**src/logic/core_pkg.sv**
```systemverilog
// core_pkg: word and register types, opcode and control enums, decode and retire structs
package core_pkg;

  typedef logic [31:0] word;
  typedef logic [4:0] reg_idx;

  // defaults handed down by the top level
  localparam int QUEUE_DEPTH_DEF = 4;
  localparam int RETIRE_CREDITS_DEF = 2;
  localparam int DMEM_WORDS_DEF = 64;
  localparam word RESET_PC_DEF = 32'h0000_0000;

  typedef enum logic [6:0] {
    OP_REG    = 7'b0110011,
    OP_IMM    = 7'b0010011,
    OP_LUI    = 7'b0110111,
    OP_LOAD   = 7'b0000011,
    OP_STORE  = 7'b0100011,
    OP_BRANCH = 7'b1100011,
    OP_JAL    = 7'b1101111
  } opcode_t;

  typedef enum logic [2:0] {
    ALU_ADD,
    ALU_SUB,
    ALU_AND,
    ALU_OR,
    ALU_XOR,
    ALU_SLT
  } alu_op_t;

  typedef enum logic [1:0] {
    BR_BEQ,
    BR_BNE,
    BR_BLT
  } branch_op_t;

  typedef enum logic [1:0] {
    WB_ALU,
    WB_MEM,
    WB_PC_PLUS_4
  } wb_sel_t;

  typedef struct packed {
    reg_idx     rs1;
    reg_idx     rs2;
    reg_idx     rd;
    word        imm;
    alu_op_t    alu_op;
    logic       use_imm;
    logic       zero_a;
    logic       is_branch;
    branch_op_t branch_op;
    logic       is_jump;
    logic       mem_read;
    logic       mem_write;
    logic       reg_write;
    wb_sel_t    wb_sel;
    logic       illegal;
  } decoded_t;

  typedef struct packed {
    word    pc;
    reg_idx rd;
    word    data;
    logic   reg_write;
    logic   illegal;
  } retire_rec_t;

endpackage

```
**src/logic/decode_unit.sv**
```systemverilog
// decode_unit: RV32I subset decoder with immediate generation and illegal detection
`timescale 1ns/1ps

module decode_unit (
  input  logic              head_valid,
  input  core_pkg::word     instr,
  output logic              issue_valid,
  output core_pkg::decoded_t decoded
);
  import core_pkg::*;

  logic [2:0] funct3;
  logic [6:0] funct7;
  word imm_i;
  word imm_s;
  word imm_b;
  word imm_u;
  word imm_j;

  assign issue_valid = head_valid;

  assign funct3 = instr[14:12];
  assign funct7 = instr[31:25];

  assign imm_i = {{20{instr[31]}}, instr[31:20]};
  assign imm_s = {{20{instr[31]}}, instr[31:25], instr[11:7]};
  assign imm_b = {{19{instr[31]}}, instr[31], instr[7], instr[30:25], instr[11:8], 1'b0};
  assign imm_u = {instr[31:12], 12'b0};
  assign imm_j = {{11{instr[31]}}, instr[31], instr[19:12], instr[20], instr[30:21], 1'b0};

  always_comb begin
    decoded = '0;
    decoded.rs1 = instr[19:15];
    decoded.rs2 = instr[24:20];
    decoded.rd = instr[11:7];
    decoded.alu_op = ALU_ADD;
    decoded.branch_op = BR_BEQ;
    decoded.wb_sel = WB_ALU;

    case (instr[6:0])
      OP_REG: begin
        decoded.reg_write = 1'b1;
        case ({funct7, funct3})
          10'b0000000_000: decoded.alu_op = ALU_ADD;
          10'b0100000_000: decoded.alu_op = ALU_SUB;
          10'b0000000_111: decoded.alu_op = ALU_AND;
          10'b0000000_110: decoded.alu_op = ALU_OR;
          10'b0000000_100: decoded.alu_op = ALU_XOR;
          10'b0000000_010: decoded.alu_op = ALU_SLT;
          default: decoded.illegal = 1'b1;
        endcase
      end
      OP_IMM: begin
        // only ADDI
        decoded.illegal = (funct3 != 3'b000);
        decoded.use_imm = 1'b1;
        decoded.imm = imm_i;
        decoded.reg_write = 1'b1;
      end
      OP_LUI: begin
        decoded.zero_a = 1'b1;
        decoded.use_imm = 1'b1;
        decoded.imm = imm_u;
        decoded.reg_write = 1'b1;
      end
      OP_LOAD: begin
        decoded.illegal = (funct3 != 3'b010);
        decoded.use_imm = 1'b1;
        decoded.imm = imm_i;
        decoded.mem_read = 1'b1;
        decoded.reg_write = 1'b1;
        decoded.wb_sel = WB_MEM;
      end
      OP_STORE: begin
        decoded.illegal = (funct3 != 3'b010);
        decoded.use_imm = 1'b1;
        decoded.imm = imm_s;
        decoded.mem_write = 1'b1;
      end
      OP_BRANCH: begin
        decoded.imm = imm_b;
        decoded.is_branch = 1'b1;
        case (funct3)
          3'b000: decoded.branch_op = BR_BEQ;
          3'b001: decoded.branch_op = BR_BNE;
          3'b100: decoded.branch_op = BR_BLT;
          default: decoded.illegal = 1'b1;
        endcase
      end
      OP_JAL: begin
        decoded.imm = imm_j;
        decoded.is_jump = 1'b1;
        decoded.reg_write = 1'b1;
        decoded.wb_sel = WB_PC_PLUS_4;
      end
      default: decoded.illegal = 1'b1;
    endcase

    // illegal ops have no side effects, pc just steps by 4
    if (decoded.illegal) begin
      decoded.reg_write = 1'b0;
      decoded.mem_write = 1'b0;
      decoded.mem_read = 1'b0;
      decoded.is_branch = 1'b0;
      decoded.is_jump = 1'b0;
    end
  end

endmodule

```
**config.mk**
```make
export PLATFORM = sky130hd
export DESIGN_NAME = decode_unit
export DESIGN_NICKNAME = d
export VERILOG_FILES = /design/src/logic/core_pkg.sv /design/src/logic/decode_unit.sv
export SDC_FILE = /design/constraint.sdc
export NUM_CORES = 1
export LEC_CHECK = 0
export ABC_AREA = 1
export BUFFER_PORTS_ARGS = -buffer_cell sky130_fd_sc_hd__buf_2
export CORE_MARGIN = 1.5
export CORE_UTILIZATION = 38
export DETAILED_ROUTE_END_ITERATION = 12
export PLACE_DENSITY_LB_ADDON = 0.3
export SLEW_MARGIN = 10
export SYNTH_ARGS = -nofsm -noshare
export SYNTH_HDL_FRONTEND = slang
export SYNTH_SLANG_ARGS = --single-unit
export TNS_END_PERCENT = 5
```
**constraint.sdc**
```tcl
create_clock -name vclk -period 1.1
set_input_delay 0.11 -clock vclk [all_inputs]
set_output_delay 0.11 -clock vclk [all_outputs]
set_load 0.02 [all_outputs]
```
==> results.cfg <==
[floorplanning]
die_h_um = 53.45
initial_core_util_pct = 39.76
dieArea_mm2 = 0.002857
rows = 18
floorplan.die.width_um = 53.45
core_area_mm2 = 0.002432
ioPinCount = 96

[final_layout]
final_cell_mix = buf_2 (56), buf_4 (42), buf_6 (33)
antenna_cells = 0
num-nets-final = 320
clkbuf_count = 0
multi_input_area_um2 = 894.6
seq_cells = 0
seq_area_um2 = 0
fin_area_mm2 = 0.002130
final_common_cell = buf_2
n_fill_cell = 114
syn_to_final_growth_pct = 120.2
drive_gt1_share_pct = 72.98

[power_and_ir_drop]
power_w = 0.0005281
p_per_area_mw_per_mm2 = 248.0
ir_worst_vdd_mv = 0.1877
p_leak_nw = 1.231

[hold_path]
holdCritStartpoint = head_valid
hold_path.class = in2out
holdPathStages = 0

[routing]
firstDrtPassIters = 4
drcViolationCount = 0
vias = 1599
ant_nets = 0
drt-total-wl_um = 4717
drtIter0Drc = 69
routedWlPerCell_um = 14.97
vias_per_cell = 5.076

[grt]
grt_overflow_total = 0
grt_usage_pct = 24.80
grt_pass1_wl_um = 5457
grt_max_degree = 15
antenna_found_initial = 0
grt_pass1_vias = 1266

[setup_path]
cp-startpoint = instr[25]
critPathMaxFanout = 5
start_kind = primary input
critPathArrivalTime_ns = 1.40
endpoint_kind = output port
crit_required_ns = 0.99
crit_path_top_delay_cell = nor3_2
crit_chain = buf_2 > nor2_4 > nand3_1 > nor3_2 > nor2_1 > nand2_1 > nand3_4 > nor2_2 > buf_6
critPathMaxStageDelay_ns = 0.27
path_class = in2out

[yosys]
synth_cells = 170
synth_cell_types = 28
seq_area_frac_synth_pct = 0
synthTopCellsByArea = o22ai_2 (13%), nand2_1 (13%), buf_4 (12%), inv_1 (11%), nand3_1 (9.8%)
synth_fp_nets = 203
yosysTopAreaCellShare_pct = 12.94
synth_area_um2 = 967.2
avgSynthCellArea_um2 = 5.689
yosysWarningCount = 0
yosys.area.top_type = o22ai_2

[timing]
hold_slack_ns = 0.2200
drv_slew = 0
period_needed_ns = 1.508
rsz0062_at_grt = yes
finalCritPeriodShare_pct = 137.1
fmax_ghz = 0.6633
setup_violations = 46
layout_setup_ws_ns = -0.4076
hold_viol_final = 0
relSlewSlack_pct = 82.32
tightestPinTransition_ns = 0.2642

[place]
io_buffers = 94
place_area_mm2 = 0.001648
pre_cts_ws_ns = -0.3759
hpwl_um = 2655
place.gp.congestion = 0.8865

[status]
status = finished with violations
violations = negative setup slack

[job]
drv_cap = 0

[cts]
postCtsHoldBufs = 0
==> area by class of cell <==
class,instances,area share [%]
inverters,36,7.051
multi-input cells,114,42.01
well taps,30,1.763
repair buffers,135,49.18
==> what timing repair did <==
action,in CTS,in global routing
buffers inserted,3,2
pin swaps,9,10
setup endpoints to repair,47,47
gates resized for setup,81,41
==> critical path, delay by kind of cell <==
kind	cells	cell delay (ns)
buf+inv	2	0.26
simple gates	7	1.02
==> cells in the mapped netlist <==
master	instances
o21ai_1	4
a21oi_1	4
nand3_1	19
o22ai_2	10
o22ai_1	2
nand3_2	3
nor2_2	2
nor3_2	1
inv_2	6
nor2_8	1
nor3_1	3
nand2_1	33
o211ai_1	2
inv_1	28
o21ai_0	1
buf_4	16
nand2_8	1
buf_6	2
buf_2	1
nand2_2	6
o221ai_1	1
nor2_4	1
nor4_1	1
clkbuf_1	1
inv_4	2
nand3_4	1
nand4_1	1
nor2_1	17
==> power breakdown <==
group	internal [W]	leakage, nW	switching [W]
combinational	0.000223	1.23	0.000305
clock	0	0	0
sequential	0	0	0
==> layer usage <==
metal	track usage [%]	share of wire (%)	vias up	routed length, um
met3	0.8475	5.5	16	260
met2	47.74	54	67	2554
met5	0	0	-	0
li1	-	-	762	-
met1	30.77	37	754	1766
met4	2.564	2.9	0	136
==> path summary, 6_finish.rpt <==
path / to / slack, ns
min: issue_valid / 0.22
max: decoded[5] / -0.41
==> kinds of logic after synthesis <==
| kind of cell | after synthesis | synth area share [%] |
|---|---|---|
| AO/OA/AOI/OAI | 24 | 21.34 |
| buffers and inverters | 56 | 30.14 |
| AND/OR/NAND/NOR | 90 | 48.51 |
==> metrics by stage <==
step	utilization, %	instances	TNS (ns)
6_report	87.55	315	-10.50
5_1_grt	87.55	315	-12.72
4_1_cts	80.30	313	-10.16
3_5_place_dp	67.75	310	-12.80
3_3_place_gp	67.75	310	-12.22
2_1_floorplan	-	170	-2.071
No activity file was read; power rests on OpenSTA's default activity.
