--- src/logic/core_pkg.sv ---
// core_pkg: word and register types, opcode and control enums, decode and retire structs
package core_pkg;

  typedef logic [31:0] word;
  typedef logic [4:0] reg_idx;

  // defaults handed down by the top level
  localparam int QUEUE_DEPTH_DEF = 4;
  localparam int RETIRE_CREDITS_DEF = 2;
  localparam int DMEM_WORDS_DEF = 64;
  localparam word RESET_PC_DEF = 32'h0000_0000;

  typedef enum logic [6:0] {
    OP_REG    = 7'b0110011,
    OP_IMM    = 7'b0010011,
    OP_LUI    = 7'b0110111,
    OP_LOAD   = 7'b0000011,
    OP_STORE  = 7'b0100011,
    OP_BRANCH = 7'b1100011,
    OP_JAL    = 7'b1101111
  } opcode_t;

  typedef enum logic [2:0] {
    ALU_ADD,
    ALU_SUB,
    ALU_AND,
    ALU_OR,
    ALU_XOR,
    ALU_SLT
  } alu_op_t;

  typedef enum logic [1:0] {
    BR_BEQ,
    BR_BNE,
    BR_BLT
  } branch_op_t;

  typedef enum logic [1:0] {
    WB_ALU,
    WB_MEM,
    WB_PC_PLUS_4
  } wb_sel_t;

  typedef struct packed {
    reg_idx     rs1;
    reg_idx     rs2;
    reg_idx     rd;
    word        imm;
    alu_op_t    alu_op;
    logic       use_imm;
    logic       zero_a;
    logic       is_branch;
    branch_op_t branch_op;
    logic       is_jump;
    logic       mem_read;
    logic       mem_write;
    logic       reg_write;
    wb_sel_t    wb_sel;
    logic       illegal;
  } decoded_t;

  typedef struct packed {
    word    pc;
    reg_idx rd;
    word    data;
    logic   reg_write;
    logic   illegal;
  } retire_rec_t;

endpackage

--- src/logic/execute_unit.sv ---
// execute_unit: operand muxes, ALU, branch compare and branch/jump target
`timescale 1ns/1ps

module execute_unit (
  input  core_pkg::decoded_t decoded,
  input  core_pkg::word     rdata1,
  input  core_pkg::word     rdata2,
  input  core_pkg::word     pc,
  output core_pkg::word     alu_res,
  output logic              branch_taken,
  output core_pkg::word     target
);
  import core_pkg::*;

  word op_a;
  word op_b;
  logic cmp;

  // LUI adds its immediate to zero
  assign op_a = decoded.zero_a ? '0 : rdata1;
  assign op_b = decoded.use_imm ? decoded.imm : rdata2;

  always_comb begin
    case (decoded.alu_op)
      ALU_ADD: alu_res = op_a + op_b;
      ALU_SUB: alu_res = op_a - op_b;
      ALU_AND: alu_res = op_a & op_b;
      ALU_OR:  alu_res = op_a | op_b;
      ALU_XOR: alu_res = op_a ^ op_b;
      ALU_SLT: alu_res = word'($signed(op_a) < $signed(op_b));
      default: alu_res = op_a + op_b;
    endcase
  end

  always_comb begin
    case (decoded.branch_op)
      BR_BEQ:  cmp = (rdata1 == rdata2);
      BR_BNE:  cmp = (rdata1 != rdata2);
      BR_BLT:  cmp = ($signed(rdata1) < $signed(rdata2));
      default: cmp = 1'b0;
    endcase
  end

  assign branch_taken = decoded.is_jump || (decoded.is_branch && cmp);
  assign target = pc + decoded.imm;

endmodule

--- config.mk ---
export PLATFORM = sky130hd
export DESIGN_NAME = execute_unit
export DESIGN_NICKNAME = d
export VERILOG_FILES = /design/src/logic/core_pkg.sv /design/src/logic/execute_unit.sv
export SDC_FILE = /design/constraint.sdc
export NUM_CORES = 1
export LEC_CHECK = 0
export BUFFER_PORTS_ARGS = -buffer_cell sky130_fd_sc_hd__buf_2
export CAP_MARGIN = 20
export CORE_MARGIN = 2
export CORE_UTILIZATION = 30
export DETAILED_ROUTE_END_ITERATION = 8
export PLACE_DENSITY_LB_ADDON = 0.25
export SYNTH_ARGS = -nofsm -noshare
export SYNTH_HDL_FRONTEND = slang
export SYNTH_SLANG_ARGS = --single-unit
--- constraint.sdc ---
create_clock -name vclk -period 8.7
set_clock_uncertainty 0.1 [all_clocks]
set_input_delay 0 -clock vclk [all_inputs]
set_output_delay 0 -clock vclk [all_outputs]
set_load 0.01 [all_outputs]
==> key figures, run 1 <==
Yosys
  – Avg Inst Size Synth: 6.41 µm²
  – Mapped Area: 8520 µm²
  – Post-synthesis sequential area ratio: 0%
  – Synthesized Nets: roughly 1600
  – Yosys Warn Count: 0
  – Unique masters post-synth: 78
  – Syn Inst Count: 1329

STA
  – Worst setup margin: 4400 ps
  – Final Critical Period: 4300 ps
  – Final setup vio count: 0
  – Achievable frequency: 232 MHz
  – Final Hold Fails: 0
  – Setup Total Neg Slack: 0 ps
  – RSZ-0062 raised after global routing: false
  – Worst-Margin Slew: 928 ps
  – Min Hold Slack: roughly 200 ps
  – Crit share post-route: 49.5%
  – Slew HR: 38.1%
  – Final-report max-slew violation count: 0

Global route
  – Total track usage: 21.2%
  – Initial antenna violation count: 2
  – Global-route wire length before repair: 52.7 mm
  – Pin count of the biggest net entering global routing: 64
  – Congestion Overflow GR: 0
  – Vias in the first global route: 9745

Clock network
  – Setup Fix Bufs, Post-CTS: 0
  – Post-cts resize count: 0
  – CTS Hold Bufs: 0

Placement
  – Post-DP HPWL: 27.2 mm
  – Port bufs: about 200
  – Post-Place Cells: 1850
  – GP Congestion: 0.943
  – Placed Area: 9790 µm²
  – Place WS: around 4400 ps

Setup path
  – Critical Path AT: 4200 ps
  – WP data required: approximately 8600 ps
  – WS Path Type: primary input to output pin
  – Worst setup EP type: output pin
  – Startpoint types: primary input
  – CP Max Fanout: 63

Job
  – # Max-Cap Violations: 0

Floorplanning
  – Num rows: 61
  – Die Footprint: 29800 µm²
  – Core area: 27900 µm²
  – Num ports: 223
  – Initial Util: approximately 31%
  – Die width: 173 µm
  – Die height: between 150 and 200 µm

Cells and area
  – Seq. cell area: 0 µm²
  – Post-Layout Cell Count: around 1900
  – Nets: between 1500 and 2000
  – CLK BUF: 0
  – Area of all placed cells without fillers: 9810 µm²
  – Share of cells above drive strength 1: 16.3%
  – Area delta synth->final: 15.2%
  – Final core utilization: 35.2%
  – Sequential cell count: 0

Drt
  – DR vias: 10252
  – WL final: 33.0 mm
  – Final ANT Viol Nets: 0
  – Via/cell ratio: ~5.5
  – WL per Instance: 17.8 µm
  – DRC violations left: 0
  – Drt pass-1 iters: 5
  – Initial detailed-routing violation count: 796

Power
  – Internal Power: 0.289 mW
  – Switch Pwr: 0.465 mW
  – Reg power frac: 0%
  – Sw Share: 61.7%
  – PwrDens: 76.8 nW/µm²
  – Static Leakage: between 4 and 5 nW
  – Logic pwr share: 100.0%
  – VDD IR max: around 0.038 mV
  – Clk pwr share: 0%
  – Total power: 0.753 mW

Min path
  – Hold Path Class: primary input to output pin

Run status
  – Status: finished clean
==> routing by layer <==
layer | part of all wire (%) | GRT usage (%)
met1 | 46 | 29.4
met5 | 0 | 0
met4 | 1.6 | 3.63
met3 | 8.2 | 3.71
met2 | 44 | 34.6
==> layout by cell type, fill, tap and decap left out, types with 6 or more instances in the layout <==
master      n
nor2_1    120
nand2_1   112
xnor2_1    26
or3_1       7
a21o_1     41
nor4_1     13
or2_2       9
a211oi_1   22
buf_4      10
a31oi_1    14
o22a_1      8
nand2b_1   14
nand4_1    17
a32oi_1     7
a21oi_1   149
o21ai_0    73
nor2b_1    44
and3_1      8
ha_1      159
nand3_1    25
buf_2     202
inv_1     136
o22ai_1    17
o211ai_1   12
o21bai_1   24
o21a_1     39
o31ai_1    14
o21ai_1     6
nor3_1     28
xor2_1      8
==> area by class of cell <==
type	instances	area, µm²
diodes	1	2.50
repair buffers	213	1100
inverters	144	541
fillers	3157	18000
well taps	378	473
multi-input cells	1116	7690
==> power groups by stage <==
stage               Sequential, mW    Clock (mW)  Combinational, mW
floorplan                        0             0              0.507
global placement                 0             0              0.737
detailed placement               0             0              0.741
CTS                              0             0              0.745
global route                     0  0.0000000154              0.834
finish                           0  0.0000000154              0.753
==> final timing paths <==
path / startpoint / end / slack (ps) / depth (start not counted)
max: decoded[11] / alu_res[26] / 4400 / 16
min: decoded[6] / branch_taken / 200 / 3
==> critical path: stages <==
cell,delay (ps)
buf_2,80
buf_4,490
mux2i_1,310
inv_1,90
ha_1,240
fa_1,480
nor2b_1,210
o2111a_1,250
o31ai_2,100
a21oi_2,310
o211ai_1,200
o31ai_1,520
a221oi_1,190
mux2_2,320
nor3_1,210
buf_2,170
==> cell usage after synthesis, types with 24 or more instances <==
| cell | n | share of area, % |
|---|---|---|
| a21o_1 | 41 | 3.6 |
| a21oi_1 | 149 | 8.8 |
| clkbuf_1 | 52 | 2.3 |
| ha_1 | 159 | 23 |
| inv_1 | 136 | 6.0 |
| nand2_1 | 112 | 4.9 |
| nand3_1 | 25 | 1.5 |
| nor2_1 | 120 | 5.3 |
| nor2b_1 | 44 | 3.2 |
| nor3_1 | 28 | 1.6 |
| o21a_1 | 39 | 3.4 |
| o21ai_0 | 73 | 4.3 |
| o21bai_1 | 24 | 2.1 |
| xnor2_1 | 26 | 2.7 |
==> logic make-up (layout without fill, tap and decap cells) <==
group                      after synthesis  after routing  synth area share [%]
and+or+nand+nor                        414            414                  23.1
xor gates and xnor gates                34             34                  3.50
other                                    0              1                     0
muxes                                    6              6                 0.734
buffers and inverters                  213            357                  9.67
adders and majority gates              162            162                  24.1
AOI/OAI and AO/OA                      500            500                  39.0
Note: power is estimated with default switching activity, not from simulation.
==> run 2: changes to the inputs <==
Clock period 8.7 ns to 4.5 ns, I/O delays scaled along.
==> run 2 against run 1 <==
Compared with the run above:
- final area grew 1.1%
- cell count grew 0.76%
- power grew 96%
- hold slack gained 7.0 ps
- global-route usage grew 0.21 points
- first-iteration DRC count grew 4.8%
- critical path depth shrank 1
- combinational power grew 95%
- non-clock buffer count grew 15
- die area is the same
- largest power group unchanged
==> key figures, run 2 (same netlist as run 1, synthesis figures left out) <==
Run status
  – Status: finished clean (unchanged)

Floorplanning
  – Die height: 173 µm (unchanged)
  – Num rows: 61 (unchanged)
  – Die Footprint: 29800 µm² (unchanged)
  – Core area: 27900 µm² (unchanged)
  – Initial Util: 30.6% (unchanged)
  – Die width: 173 µm (unchanged)
  – Num ports: 223 (unchanged)

Setup path
  – Cell mode on critical path: buf_2 (unchanged)
  – CP bufs+invs: 4 (unchanged)
  – Critical Path AT: 3950 ps (was 4200 ps)
  – Startpoint types: primary input (unchanged)
  – Worst-path cell chain: buf_2 -> buf_4 -> nand2_1 -> o21a_1 -> ha_1 -> inv_2 -> a21oi_1 -> o31ai_1 -> a32o_1 -> o41a_1 -> a211o_1 -> a311o_1 -> o22ai_1 -> o2bb2ai_1 -> buf_2 (was buf_2 -> buf_4 -> mux2i_1 -> inv_1 -> ha_1 -> fa_1 -> nor2b_1 -> o2111a_1 -> o31ai_2 -> a21oi_2 -> o211ai_1 -> o31ai_1 -> a221oi_1 -> mux2_2 -> nor3_1 -> buf_2)
  – Worst setup EP type: output pin (unchanged)
  – CP Max Fanout: 25 (was 63)
  – WP data required: 4400 ps (was 8600 ps)
  – WS Path Type: primary input to output pin (unchanged)
  – Crit path max-delay family: compound AO/OA/AOI/OAI gates (unchanged)
  – Crit path from: decoded[11] (unchanged)
  – CP peak stage delay: 620 ps (was 520 ps)
  – CP max-delay cell: ha_1 (was o31ai_1)

Global route
  – Initial antenna violation count: 0 (was 2)
  – Total track usage: 21.4% (was 21.2%)
  – Pin count of the biggest net entering global routing: 49 (was 64)
  – Global-route wire length before repair: 52.9 mm (was 52.7 mm)
  – Vias in the first global route: 9744 (was 9745)
  – Congestion Overflow GR: 0 (unchanged)

Drt
  – DR vias: 10214 (was 10252)
  – WL per Instance: 17.9 µm (was 17.8 µm)
  – Final ANT Viol Nets: 0 (unchanged)
  – Initial detailed-routing violation count: 834 (was 796)
  – Drt pass-1 iters: 5 (unchanged)
  – WL final: 33.5 mm (was 33.0 mm)
  – DRC violations left: 0 (unchanged)
  – Via/cell ratio: 5.47 (was 5.54)

STA
  – Crit share post-route: roughly nine tenths
  – RSZ-0062 raised after global routing: false (unchanged)
  – Final setup vio count: 0 (unchanged)
  – Achievable frequency: 247 MHz
  – Final-report max-slew violation count: 0 (unchanged)
  – Final Hold Fails: 0 (unchanged)
  – Slew HR: 43.0% (was 38.1%)
  – Worst-Margin Slew: 852 ps (was 928 ps)
  – Final Critical Period: 4050 ps
  – Setup Total Neg Slack: 0 ps (unchanged)

Cells and area
  – Seq. cell area: 0 µm² (unchanged)
  – Fill cells: 3121 (was 3157)
  – Antenna Diode Count: 0 (was 1)
  – Most frequent cells in the layout: buf_2 (202), ha_1 (159), a21oi_1 (149) (unchanged)
  – Area of all placed cells without fillers: 9910 µm² (was 9810 µm²)
  – Area delta synth->final: 16.4% (was 15.2%)
  – Commonest non-fill, non-tap cell in the layout: buf_2 (unchanged)
  – Nets: 1810 (was 1795)
  – CLK BUF: 0 (unchanged)
  – Sequential cell count: 0 (unchanged)
  – Share of cells above drive strength 1: 17.2% (was 16.3%)

Placement
  – GP Congestion: 0.938 (was 0.943)
  – Port bufs: 202 (unchanged)
  – Placed Area: 9910 µm² (was 9790 µm²)
  – Post-DP HPWL: 28.0 mm (was 27.2 mm)

Clock network
  – Post-cts resize count: 0 (unchanged)
  – CTS Hold Bufs: 0 (unchanged)
  – Setup Fix Bufs, Post-CTS: 0 (unchanged)

Job
  – # Max-Cap Violations: 0 (unchanged)

Min path
  – Hold wc startpoint: pc[0] (was decoded[6])
  – Hold Path Class: primary input to output pin (unchanged)

Power
  – VDD IR max: 0.0711 mV (was 0.0377 mV)
  – PwrDens: 149 nW/µm² (was 76.8 nW/µm²)
  – Static Leakage: 4.91 nW (was 4.85 nW)
  – Total power: 1.47 mW (was 0.753 mW)
run 2: cell types whose count changed in the layout (fill, tap and decap cells not counted), sizes merged:
cell / delta
buf: +16
diode: -1
dlymetal6s2s: -1
run 2: cell type report:
class	instances	area (µm²)	area share, %
repair buffers	228	1210	12.2
well taps	378	473	4.77
multi-input cells	1116	7690	77.6
inverters	144	541	5.45
run 2: worst paths after layout:
path,to,cells past startpoint,slack [ps]
setup / recovery,alu_res[29],15,450
hold / removal,target[0],3,210
run 2: where the power goes:
part / internal [mW] / switching [mW] / total (mW) / leakage [nW]
clock network: 0 / 0 / 0 / 0
registers: 0 / 0 / 0 / 0
logic: 0.572 / 0.903 / 1.47 / 4.91
run 2: per-stage QoR:
stage / hold slack (ps) / cells / utilization [%] / setup WS [ps]
3_5_place_dp: 206 / 1866 / 35.6 / 524
3_3_place_gp: 206 / 1866 / 35.6 / 589
6_report: 206 / 1866 / 35.6 / 452
5_1_grt: 237 / 1866 / 35.6 / 179
2_1_floorplan: 31.1 / 1329 / - / 1310
4_1_cts: 209 / 1866 / 35.6 / 515
run 2: routing by layer:
layer | global-route usage [%] | up-vias | wire (µm)
met5 | 0 | - | 0
met4 | 3.77 | 0 | 633
met3 | 2.39 | 38 | 2390
met2 | 34.9 | 393 | 14700
met1 | 30.5 | 4668 | 15700
li1 | - | 5115 | -
