--- src/logic/core_pkg.sv ---
// core_pkg: word and register types, opcode and control enums, decode and retire structs
package core_pkg;

  typedef logic [31:0] word;
  typedef logic [4:0] reg_idx;

  // defaults handed down by the top level
  localparam int QUEUE_DEPTH_DEF = 4;
  localparam int RETIRE_CREDITS_DEF = 2;
  localparam int DMEM_WORDS_DEF = 64;
  localparam word RESET_PC_DEF = 32'h0000_0000;

  typedef enum logic [6:0] {
    OP_REG    = 7'b0110011,
    OP_IMM    = 7'b0010011,
    OP_LUI    = 7'b0110111,
    OP_LOAD   = 7'b0000011,
    OP_STORE  = 7'b0100011,
    OP_BRANCH = 7'b1100011,
    OP_JAL    = 7'b1101111
  } opcode_t;

  typedef enum logic [2:0] {
    ALU_ADD,
    ALU_SUB,
    ALU_AND,
    ALU_OR,
    ALU_XOR,
    ALU_SLT
  } alu_op_t;

  typedef enum logic [1:0] {
    BR_BEQ,
    BR_BNE,
    BR_BLT
  } branch_op_t;

  typedef enum logic [1:0] {
    WB_ALU,
    WB_MEM,
    WB_PC_PLUS_4
  } wb_sel_t;

  typedef struct packed {
    reg_idx     rs1;
    reg_idx     rs2;
    reg_idx     rd;
    word        imm;
    alu_op_t    alu_op;
    logic       use_imm;
    logic       zero_a;
    logic       is_branch;
    branch_op_t branch_op;
    logic       is_jump;
    logic       mem_read;
    logic       mem_write;
    logic       reg_write;
    wb_sel_t    wb_sel;
    logic       illegal;
  } decoded_t;

  typedef struct packed {
    word    pc;
    reg_idx rd;
    word    data;
    logic   reg_write;
    logic   illegal;
  } retire_rec_t;

endpackage

--- src/logic/instr_queue.sv ---
// instr_queue: circular instruction buffer with credit return
`timescale 1ns/1ps

module instr_queue #(
  parameter int QUEUE_DEPTH = core_pkg::QUEUE_DEPTH_DEF
) (
  input  logic         clk,
  input  logic         rst_n,
  input  logic         instr_valid,
  input  core_pkg::word instr,
  input  logic         pop,
  output logic         head_valid,
  output core_pkg::word head,
  output logic         instr_credit
);
  import core_pkg::*;

  localparam int PTR_W = (QUEUE_DEPTH > 1) ? $clog2(QUEUE_DEPTH) : 1;
  localparam int CNT_W = $clog2(QUEUE_DEPTH + 1);

  word buffer [QUEUE_DEPTH];
  logic [PTR_W-1:0] wr_ptr;
  logic [PTR_W-1:0] rd_ptr;
  logic [CNT_W-1:0] count;
  logic push;
  logic do_pop;

  function automatic logic [PTR_W-1:0] next_ptr(input logic [PTR_W-1:0] p);
    return (p == PTR_W'(QUEUE_DEPTH - 1)) ? '0 : p + 1'b1;
  endfunction

  assign push = instr_valid;
  assign do_pop = pop && head_valid;
  assign head_valid = (count != '0);
  assign head = buffer[rd_ptr];

  always_ff @(posedge clk) begin
    if (push) begin
      buffer[wr_ptr] <= instr;
    end
  end

  always_ff @(posedge clk) begin
    if (!rst_n) begin
      wr_ptr <= '0;
      rd_ptr <= '0;
      count <= '0;
      instr_credit <= 1'b0;
    end else begin
      if (push) begin
        wr_ptr <= next_ptr(wr_ptr);
      end
      if (do_pop) begin
        rd_ptr <= next_ptr(rd_ptr);
      end
      case ({push, do_pop})
        2'b10: count <= count + 1'b1;
        2'b01: count <= count - 1'b1;
        default: count <= count;
      endcase
      // one credit back per removed entry
      instr_credit <= do_pop;
    end
  end

endmodule

--- config.mk ---
export PLATFORM = sky130hd
export DESIGN_NAME = instr_queue
export DESIGN_NICKNAME = d
export VERILOG_FILES = /design/src/logic/core_pkg.sv /design/src/logic/instr_queue.sv
export SDC_FILE = /design/constraint.sdc
export NUM_CORES = 1
export LEC_CHECK = 0
export ABC_CLOCK_PERIOD_IN_PS = 2700
export BUFFER_PORTS_ARGS = -buffer_cell sky130_fd_sc_hd__buf_2
export CELL_PAD_IN_SITES_DETAIL_PLACEMENT = 0
export CELL_PAD_IN_SITES_GLOBAL_PLACEMENT = 1
export CORE_MARGIN = 1.5
export CORE_UTILIZATION = 49
export CTS_CLUSTER_DIAMETER = 40
export DETAILED_ROUTE_END_ITERATION = 12
export MAX_ROUTING_LAYER = met4
export PLACE_DENSITY_LB_ADDON = 0.1
export REMOVE_ABC_BUFFERS = 1
export SLEW_MARGIN = 10
export SYNTH_ARGS = -nofsm -noshare
export SYNTH_HDL_FRONTEND = slang
export SYNTH_SLANG_ARGS = --single-unit
--- constraint.sdc ---
create_clock -name clk -period 2.7 [get_ports clk]
set_input_delay 0.81 -clock clk [delete_from_list [all_inputs] [get_ports clk]]
set_output_delay 0.81 -clock clk [all_outputs]
set_load 0.01 [all_outputs]
==> reports/metrics.yaml, run 1 <==
instances_no_fill: 456
avgRoutedWirePerCell_um: 18.44
clockBufferDepth: 2
cts.sinks: 138
layout_commonest_cell: "edfxtp_1"
overflow: 0
layout_common_cells: "edfxtp_1, buf_2, mux4_2"
yosys.area_share.simple_pct: 1.680
setup_tns_ps: 0
cp.required_ps: 1890
cts_tree: "yes"
fin_nets: 350
route.top_layer_used: "met4"
die-area_um2: 11110
fmax_mhz: 375.8
multi_input_area_um2: 984.7
yosys_warnings: 0
wl_met1_um: 3563
finalPower_mw: 5.833
ys.flop_type: "edfxtp_1"
antenna_found_initial: 0
outcome: "finished clean"
nFillCells: 726
cts_buffers: 17
synth_area_um2: 5140
relSlewSlack_pct: 67.05
fin_crit_ps: 2661
fp.dieH_um: 105.4
synthMuxAreaShare_pct: 14.36
powerDensity_nw_per_um2: 922.1
grt.total_usage_pct: 17.55
seq_area_frac_synth_pct: 78.68
final_max_slew_viol_count: 0
maxCapViolCount: 0
setup-violations-final: 0
drc: 0
pin_count: 70
start_util_pct: 50.24
finalHoldViolations: 0
routabilityCongestion: 0.6940
cts_root_buf: "clkbuf_8"
worstSetupEndpointType: "output port"
diodes: 0
route.met3.wl_um: 367
yosys_register_bits: 138
synth_xor_area_share_pct: 0.3408
synth.distinct_cells: 21
fin_skew_ps: 4.852
core-area_um2: 10230
leakagePower_nw: 2.206
worst_pin_slew_ps: 494.2
dp.cells: 424
drive_gt1_share_pct: 44.06
drt-total-wl_um: 8410
synthAdderAreaFrac_pct: 1.850
dieWidth_um: 105.4
portBuffers: 69
hold_class: "in -> reg"
synth-async-reset-ratio_pct: 0
wl_met2_um: 4353
vias_per_cell: 5.204
syn_inst: 219
seq_area_um2: 4046
grt_max_degree: 27
synth_compound_area_share_pct: 0.8277
synth_top_family_by_area: "multiplexers"
final_util_pct: 61.83
synth_edf_count: 128
setup_ws_ps: 39.02
clk_latency_ps: 520
grt_pass1_vias: 2493
fp-row-count: 37
cts_hold_buf: 0
finalCritPeriodShare_pct: 98.55
ir_worst_vdd_mv: 0.4246
grt_pass1_wl_um: 13370
dpl_worst_slack_ps: 362.4
dr.pass1.iters: 4
cp_data_arrival_time_ps: 1850
startpoint_type: "flip-flop"
vias: 2373
crit_fanout: 15
first_iter_violations: 122
cts.htree.levels: 4
rsz0062_at_grt: "yes"
drtAntennaViolNets: 0
synth.avg_cell_area_um2: 23.47
clk_pin_slew_worst_paths_ps: 60
worst-setup-path-type: "reg -> out"
syn_to_final_growth_pct: 23.08
## stage by stage
step	cell area, µm²	hold slack (ps)
final	6326	506.9
after detailed placement	5692	503.3
after CTS	6311	483.8
after global routing	6326	483.9
after floorplan	5054	463.4
after global placement	5692	505.8
## path summary, 6_finish.rpt
check | start | endpoint | slack (ps) | depth (start not counted)
max | flip-flop | head[22] | 40 | 3
max reg2reg | count[1] | count[2] | 770 | 8
min reg2reg | count[2] | count[2] | 520 | 2
min | instr[22] | buffer[2][22] | 510 | 1
## flip-flops by register name (all words and copies together) (netlist names), named ones only
name          flops
count             3
rd_ptr            2
wr_ptr            2
buffer          128
instr_credit      1
## per-layer routing
metal / up-vias / global-route usage (%)
met3: 12 / 5.937
li1: 1083 / -
met4: 0 / 7.632
met2: 54 / 26.52
met1: 1224 / 21.82
met5: - / -
## layout make-up
| cell class | count | area share (%) |
|---|---|---|
| clock buffer | 18 | 6.606 |
| clock inverter | 14 | 3.184 |
| inverter | 8 | 0.4747 |
| multi-input combinational | 66 | 15.57 |
| sequential | 138 | 63.96 |
| tap | 136 | 2.690 |
| timing repair buffer | 76 | 7.516 |
## kinds of logic (layout without fill, tap and decap cells)
kind of cell	after synthesis	after routing
AND/OR/NAND/NOR	17	17
adder cells (fa/ha/maj)	7	7
XOR/XNOR	2	2
AO/OA/AOI/OAI	7	7
buffers and inverters	15	116
flip-flops	138	138
multiplexers	33	33
## timing repair
item                                    CTS  global route
hold endpoints to repair                  0             0
endpoints found under the setup margin   27            32
setup buffers                             0             0
gates resized for setup                   0             4
## power breakdown
group | switching [mW] | internal (mW)
clock | 0.821 | 1.58
sequential | 0.0625 | 2.46
combinational | 0.440 | 0.470
total | 1.32 | 4.51
## worst max-delay path, stage by stage (launching register included)
cell	delay, ps
dfxtp_2	360
buf_8	210
mux4_1	590
buf_2	160
## Yosys cell counts (3+ instances only)
cell type / instances / area, µm²
buf_2: 3 / 15.01
buf_12: 3 / 60.06
inv_1: 8 / 30.03
ha_1: 6 / 75.07
edfxtp_1: 128 / 3844
dfxtp_1: 10 / 200.2
or3_1: 3 / 18.77
and2_1: 4 / 25.02
mux4_2: 30 / 675.7
nor2_1: 6 / 22.52
a21oi_1: 4 / 20.02
Note: power is estimated with default switching activity, not from simulation.
==> inputs of run 2 (changes only) <==
--- a/config.mk
+++ b/config.mk
@@ -7,3 +7,3 @@
 export LEC_CHECK = 0
-export ABC_CLOCK_PERIOD_IN_PS = 2700
+export ABC_CLOCK_PERIOD_IN_PS = 2400
 export BUFFER_PORTS_ARGS = -buffer_cell sky130_fd_sc_hd__buf_2
@@ -12,3 +12,3 @@
 export CORE_MARGIN = 1.5
-export CORE_UTILIZATION = 49
+export CORE_UTILIZATION = 45
 export CTS_CLUSTER_DIAMETER = 40
==> constraint.sdc (replaced) <==
create_clock -name clk -period 2.4 [get_ports clk]
set_input_delay 0.12 -clock clk [delete_from_list [all_inputs] [get_ports clk]]
set_output_delay 0.12 -clock clk [all_outputs]
set_load 0.01 [all_outputs]
==> reports/metrics.yaml, run 2 (same netlist as run 1, synthesis figures left out) <==
worstSetupEndpointType: "output port"
cts_root_buf: "clkbuf_16"
whs_path_depth: 3  # +2
cpMaxStageDelayCell: "dfxtp_2"
reg2reg_depth: 8  # unchanged
setup_ws_ps: 387.3  # +348.3 ps
setup-violations-final: 0  # unchanged
first_iter_violations: 132  # +8.2%
overflow: 0  # unchanged
diodes: 0  # unchanged
grt_max_degree: 20  # -26%
worstHoldStart: "rst_n"
worst-path-stages: 3  # unchanged
syn_to_final_growth_pct: 27.09
grt_pass1_vias: 2604  # +4.5%
vias: 2486  # +4.8%
final_util_pct: 59.48  # -2.4 points
layout_common_cells: "edfxtp_1, buf_2, dlygate4sd3_1"
fin_skew_ps: 6.469  # +1.618 ps
clk_pin_slew_worst_paths_ps: 50  # about the same
powerDensity_nw_per_um2: 938.3  # +1.8%
layout_commonest_cell: "edfxtp_1"
finalHoldViolations: 0  # unchanged
setup_tns_ps: 0  # unchanged
fp.dieH_um: 109.9  # +4.2%
ir_worst_vdd_mv: 0.5899  # +39%
drt-total-wl_um: 8649  # +2.8%
pin_count: 70  # unchanged
cpPeakStageDelay_ps: 590  # about the same
routabilityCongestion: 0.6580  # -5.2%
top_regs: "buffer x128, count x3"
die-area_um2: 12070  # +8.6%
start_util_pct: 46.80  # -3.4 points
clk_latency_ps: 390  # -130 ps
startpoint_type: "flip-flop"
clockBufferDepth: 2  # unchanged
rsz0062_at_grt: "no"
cts_buffers: 17  # unchanged
leakagePower_nw: 2.285  # +3.6%
dr.pass1.iters: 4  # unchanged
portBuffers: 69  # unchanged
relSlewSlack_pct: 64.27  # -2.8 points
fmax_mhz: 496.8
fin_nets: 382  # +9.1%
cts.sinks: 138  # unchanged
cp.required_ps: 2280  # +390 ps
cp_data_arrival_time_ps: 1890  # +40 ps
dpl_worst_slack_ps: 499.8  # +137.4 ps
grt_pass1_wl_um: 13380  # +0.10%
cp_top_family: "flip-flops"
reg2reg_slack_ps: 500  # -270 ps
cts_tree: "yes"
outcome: "finished clean"
vias_per_cell: 5.115  # -1.7%
maxCapViolCount: 0  # unchanged
drive_gt1_share_pct: 39.02  # -5.0 points
dp_hpwl_um: 5225
dieWidth_um: 109.9  # +4.2%
finalPower_mw: 6.129  # +5.1%
fp-row-count: 38  # +2.7%
nFillCells: 825  # +14%
regMostFlops: "buffer"
core-area_um2: 10980  # +7.3%
hold_class: "in -> reg"
r2r-start: "count[1]"
antenna_found_initial: 0  # unchanged
avgRoutedWirePerCell_um: 17.80  # -3.5%
grt.total_usage_pct: 16.41  # -1.1 points
largest_reg_flops: 128  # unchanged
worst_pin_slew_ps: 536.0  # +41.74 ps
path_cells: "buf_12 > mux4_2 > buf_2"
crit_buf_inv: 2  # unchanged
final_max_slew_viol_count: 0  # unchanged
crit_fanout: 13  # -2
worst-setup-path-type: "reg -> out"
drtAntennaViolNets: 0  # unchanged
drc: 0  # unchanged
timing.rr.end: "count[2]"
finalCritPeriodShare_pct: 83.86
fin_crit_ps: 2013
cts_resized: 0  # unchanged
cts.htree.levels: 4  # unchanged
-- run 2: cell types whose count changed in the layout (fill, tap and decap cells not counted), sizes merged --
cell	previous run	this run
clkinvlp	1	0
clkbuf	18	19
inv	9	8
bufinv	5	1
dlygate4sd3	0	32
clkinv	7	6
-- run 2: how the worst max path moves through the flow --
stage | start | end | slack [ps]
detailed placement | count[1] | count[2] | 500
global placement | count[1] | count[2] | 600
floorplan | flip-flop | head[22] | 100
finish | flip-flop | head[6] | 390
CTS | flip-flop | head[21] | 330
global route | flip-flop | head[15] | 290
-- run 2: area by class of cell --
class	instances	area (µm²)	share of cell area, %
flip-flops and latches	138	4046	61.94
repair buffers	108	805.8	12.33
clock inverters	7	57.56	0.8811
clock buffers	19	432.9	6.627
multi-input cells	66	984.7	15.07
well taps	140	175.2	2.681
inverters	8	30.03	0.4597
-- run 2: power by group --
group	switching (mW)	total (mW)	internal (mW)
Sequential	0.103	2.87	2.77
Clock	0.834	2.20	1.37
Combinational	0.478	1.05	0.576
Total	1.41	6.13	4.71
-- run 2: layer usage --
metal  global-route usage, %  wire [µm]  share of wire (%)  up-vias
met5                       -          0                  0        -
met3                   4.386        389                4.5        7
met2                   26.13       4392                 51       64
met1                   20.16       3814                 44     1271
li1                        -          -                  -     1144
met4                   6.401         53               0.61        0
-- run 2: worst reg2reg max path, stage by stage, from the launching register on --
cell and delay (ps):
dfxtp_1 340, o31ai_2 440, inv_1 80, ha_1 210, inv_1 70, fa_1 170, xor2_1 70, or3_1 310
a21oi_1 140
-- run 2: through the flow --
step / hold slack, ps / cell area (µm²) / instances
global route: 40.29 / 6533 / 486
global placement: 333.9 / 5722 / 428
detailed placement: 337.6 / 5722 / 428
finish: 18.53 / 6533 / 486
floorplan: 218.9 / 5054 / 212
CTS: 8.401 / 6533 / 486
-- run 2: repair_timing --
item | 4_1_cts | 5_1_grt
hold buffers | 32 | 0
buffers inserted | 0 | 0
hold endpoints to repair | 128 | 0
==> inputs of run 3 (changes only) <==
Settings changed: ABC_CLOCK_PERIOD_IN_PS 2400 to 2100, CORE_UTILIZATION 45 to 49.
Clock period 2.4 ns to 2.1 ns, I/O delays scaled along.
==> reports/metrics.yaml, run 3 (same netlist as run 1, synthesis figures left out) <==
finalPower_mw: 7.168  # +17%
instances_no_fill: 492  # +1.2%
busiest_layer: "met2"
fin_nets: 386  # +1.0%
antenna_found_initial: 0  # unchanged
timing.rr.end: "count[2]"
crit_fanout: 13  # unchanged
nFillCells: 712  # -14%
dpl_worst_slack_ps: 308.7  # -191.1 ps
top_regs: "buffer x128, count x3"
core-area_um2: 10230  # -6.8%
cts.htree.levels: 4  # unchanged
worst-setup-path-type: "reg -> out"
clk_latency_ps: 510  # +120 ps
dpl_cell_area_um2: 5649  # -1.3%
grt_util_met2_pct: 26.10  # -0.034 points
use_met1_pct: 21.44  # +1.3 points
hold_class: "in -> reg"
regMostFlops: "buffer"
overflow: 0  # unchanged
hold_end: "buffer[1][8]"
met3_usage_pct: 5.813  # +1.4 points
layout_commonest_cell: "edfxtp_1"
cts_buffers: 17  # unchanged
grt_pass1_wl_um: 13330  # -0.37%
die-area_um2: 11110  # -7.9%
setup_ws_ps: 129.3  # -258.0 ps
post_cts_buffers: 0  # unchanged
cpPeakStageDelay_ps: 590  # about the same
worstHoldStart: "instr[8]"
avgRoutedWirePerCell_um: 16.95  # -4.8%
fp.dieH_um: 105.4  # -4.1%
worst_pin_slew_ps: 860.1  # +324.2 ps
ir_worst_vdd_mv: 0.6241  # +5.8%
cts.sinks: 138  # unchanged
largest_reg_flops: 128  # unchanged
cp.required_ps: 2000  # -280 ps
dp.cells: 425  # -0.70%
pin_count: 70  # unchanged
cts_tree: "yes"
portBuffers: 69  # unchanged
drtAntennaViolNets: 0  # unchanged
routabilityCongestion: 0.6723  # +2.2%
fmax_mhz: 507.4
dieWidth_um: 105.4  # -4.1%
start_util_pct: 50.24  # +3.4 points
fin_crit_ps: 1971
maxCapViolCount: 0  # unchanged
vias_per_cell: 5.002  # -2.2%
dr.pass1.iters: 4  # unchanged
path_cells: "buf_4 > mux4_1 > buf_2"
reg2reg_depth: 8  # unchanged
cts_root_buf: "clkbuf_8"
layout_common_cells: "edfxtp_1, buf_2, dlygate4sd3_1"
vias: 2461  # -1.0%
worstSetupEndpointType: "output port"
setup-violations-final: 0  # unchanged
grt_max_degree: 33  # +65%
whs_path_depth: 2  # -1
clk_pin_slew_worst_paths_ps: 60  # about the same
first_iter_violations: 98  # -26%
reg2reg_slack_ps: 310  # -190 ps
fp-row-count: 37  # -2.6%
syn_to_final_growth_pct: 27.48
cpMaxStageDelayCell: "mux4_1"
relSlewSlack_pct: 42.66  # -22 points
r2r-start: "count[0]"
finalCritPeriodShare_pct: 93.84
leakagePower_nw: 2.304  # +0.83%
final_max_slew_viol_count: 0  # unchanged
outcome: "finished clean"
powerDensity_nw_per_um2: 1094  # +17%
grt_pass1_vias: 2623  # +0.73%
dp_hpwl_um: 4942  # -5.4%
startpoint_type: "flip-flop"
fin_hold_ws_ps: 344.3  # +325.8 ps
rsz0062_at_grt: "no"
finalHoldViolations: 0  # unchanged
drc: 0  # unchanged
grt.total_usage_pct: 17.04  # +0.63 points
clockBufferDepth: 2  # unchanged
cp_data_arrival_time_ps: 1870  # -20 ps
fin_skew_ps: 3.953  # -2.516 ps
diodes: 0  # unchanged
drive_gt1_share_pct: 39.61  # +0.59 points
stdcell_area_um2: 6553  # +0.31%
drt-total-wl_um: 8338  # -3.6%
## run 3: where the power goes
group | internal (mW) | total (mW) | switching, mW
Clock | 1.67 | 2.72 | 1.05
Combinational | 0.631 | 1.21 | 0.579
Sequential | 3.16 | 3.23 | 0.0706
## run 3: final cells by class
type,count,area [µm²],share of cell area (%)
clock inverter,13,127.6,1.948
clock buffer,19,421.7,6.435
multi-input combinational,66,984.7,15.03
sequential,138,4046,61.75
tap,136,170.2,2.597
timing repair buffer,112,772.0,11.78
inverter,8,30.03,0.4583
## run 3: what timing repair did
action / 4_1_cts / 5_1_grt
hold endpoints to repair: 136 / 0
setup endpoints to repair: 0 / 13
hold buffers: 35 / 0
resized for setup: 0 / 1
## run 3: critical path: cells and delay by family (launching register included)
kind | cells | cell delay (ps)
muxes | 1 | 590
buffers and inverters | 2 | 430
DFF | 1 | 330
## run 3: how the worst max path moves through the flow
stage                to  slack [ps]  depth (start not counted)
2_1_floorplan  head[22]        -180                          1
3_3_place_gp   count[2]         370                          8
3_5_place_dp   count[2]         310                          8
4_1_cts        head[30]          10                          3
5_1_grt        head[22]          30                          3
6_report       head[22]         130                          3
## run 3: through the flow
stage	TNS, ps	utilization [%]
after floorplan	-3811	-
after global placement	0	55.22
after detailed placement	0	55.22
after CTS	0	64.01
after global routing	0	64.05
final	0	64.05
## run 3: per-layer routing
layer | wire (µm) | vias up | share of wire, %
met1 | 3617 | 1226 | 43
met4 | 133 | 0 | 1.6
met3 | 374 | 14 | 4.5
met2 | 4212 | 66 | 51
li1 | - | 1155 | -
met5 | 0 | - | 0
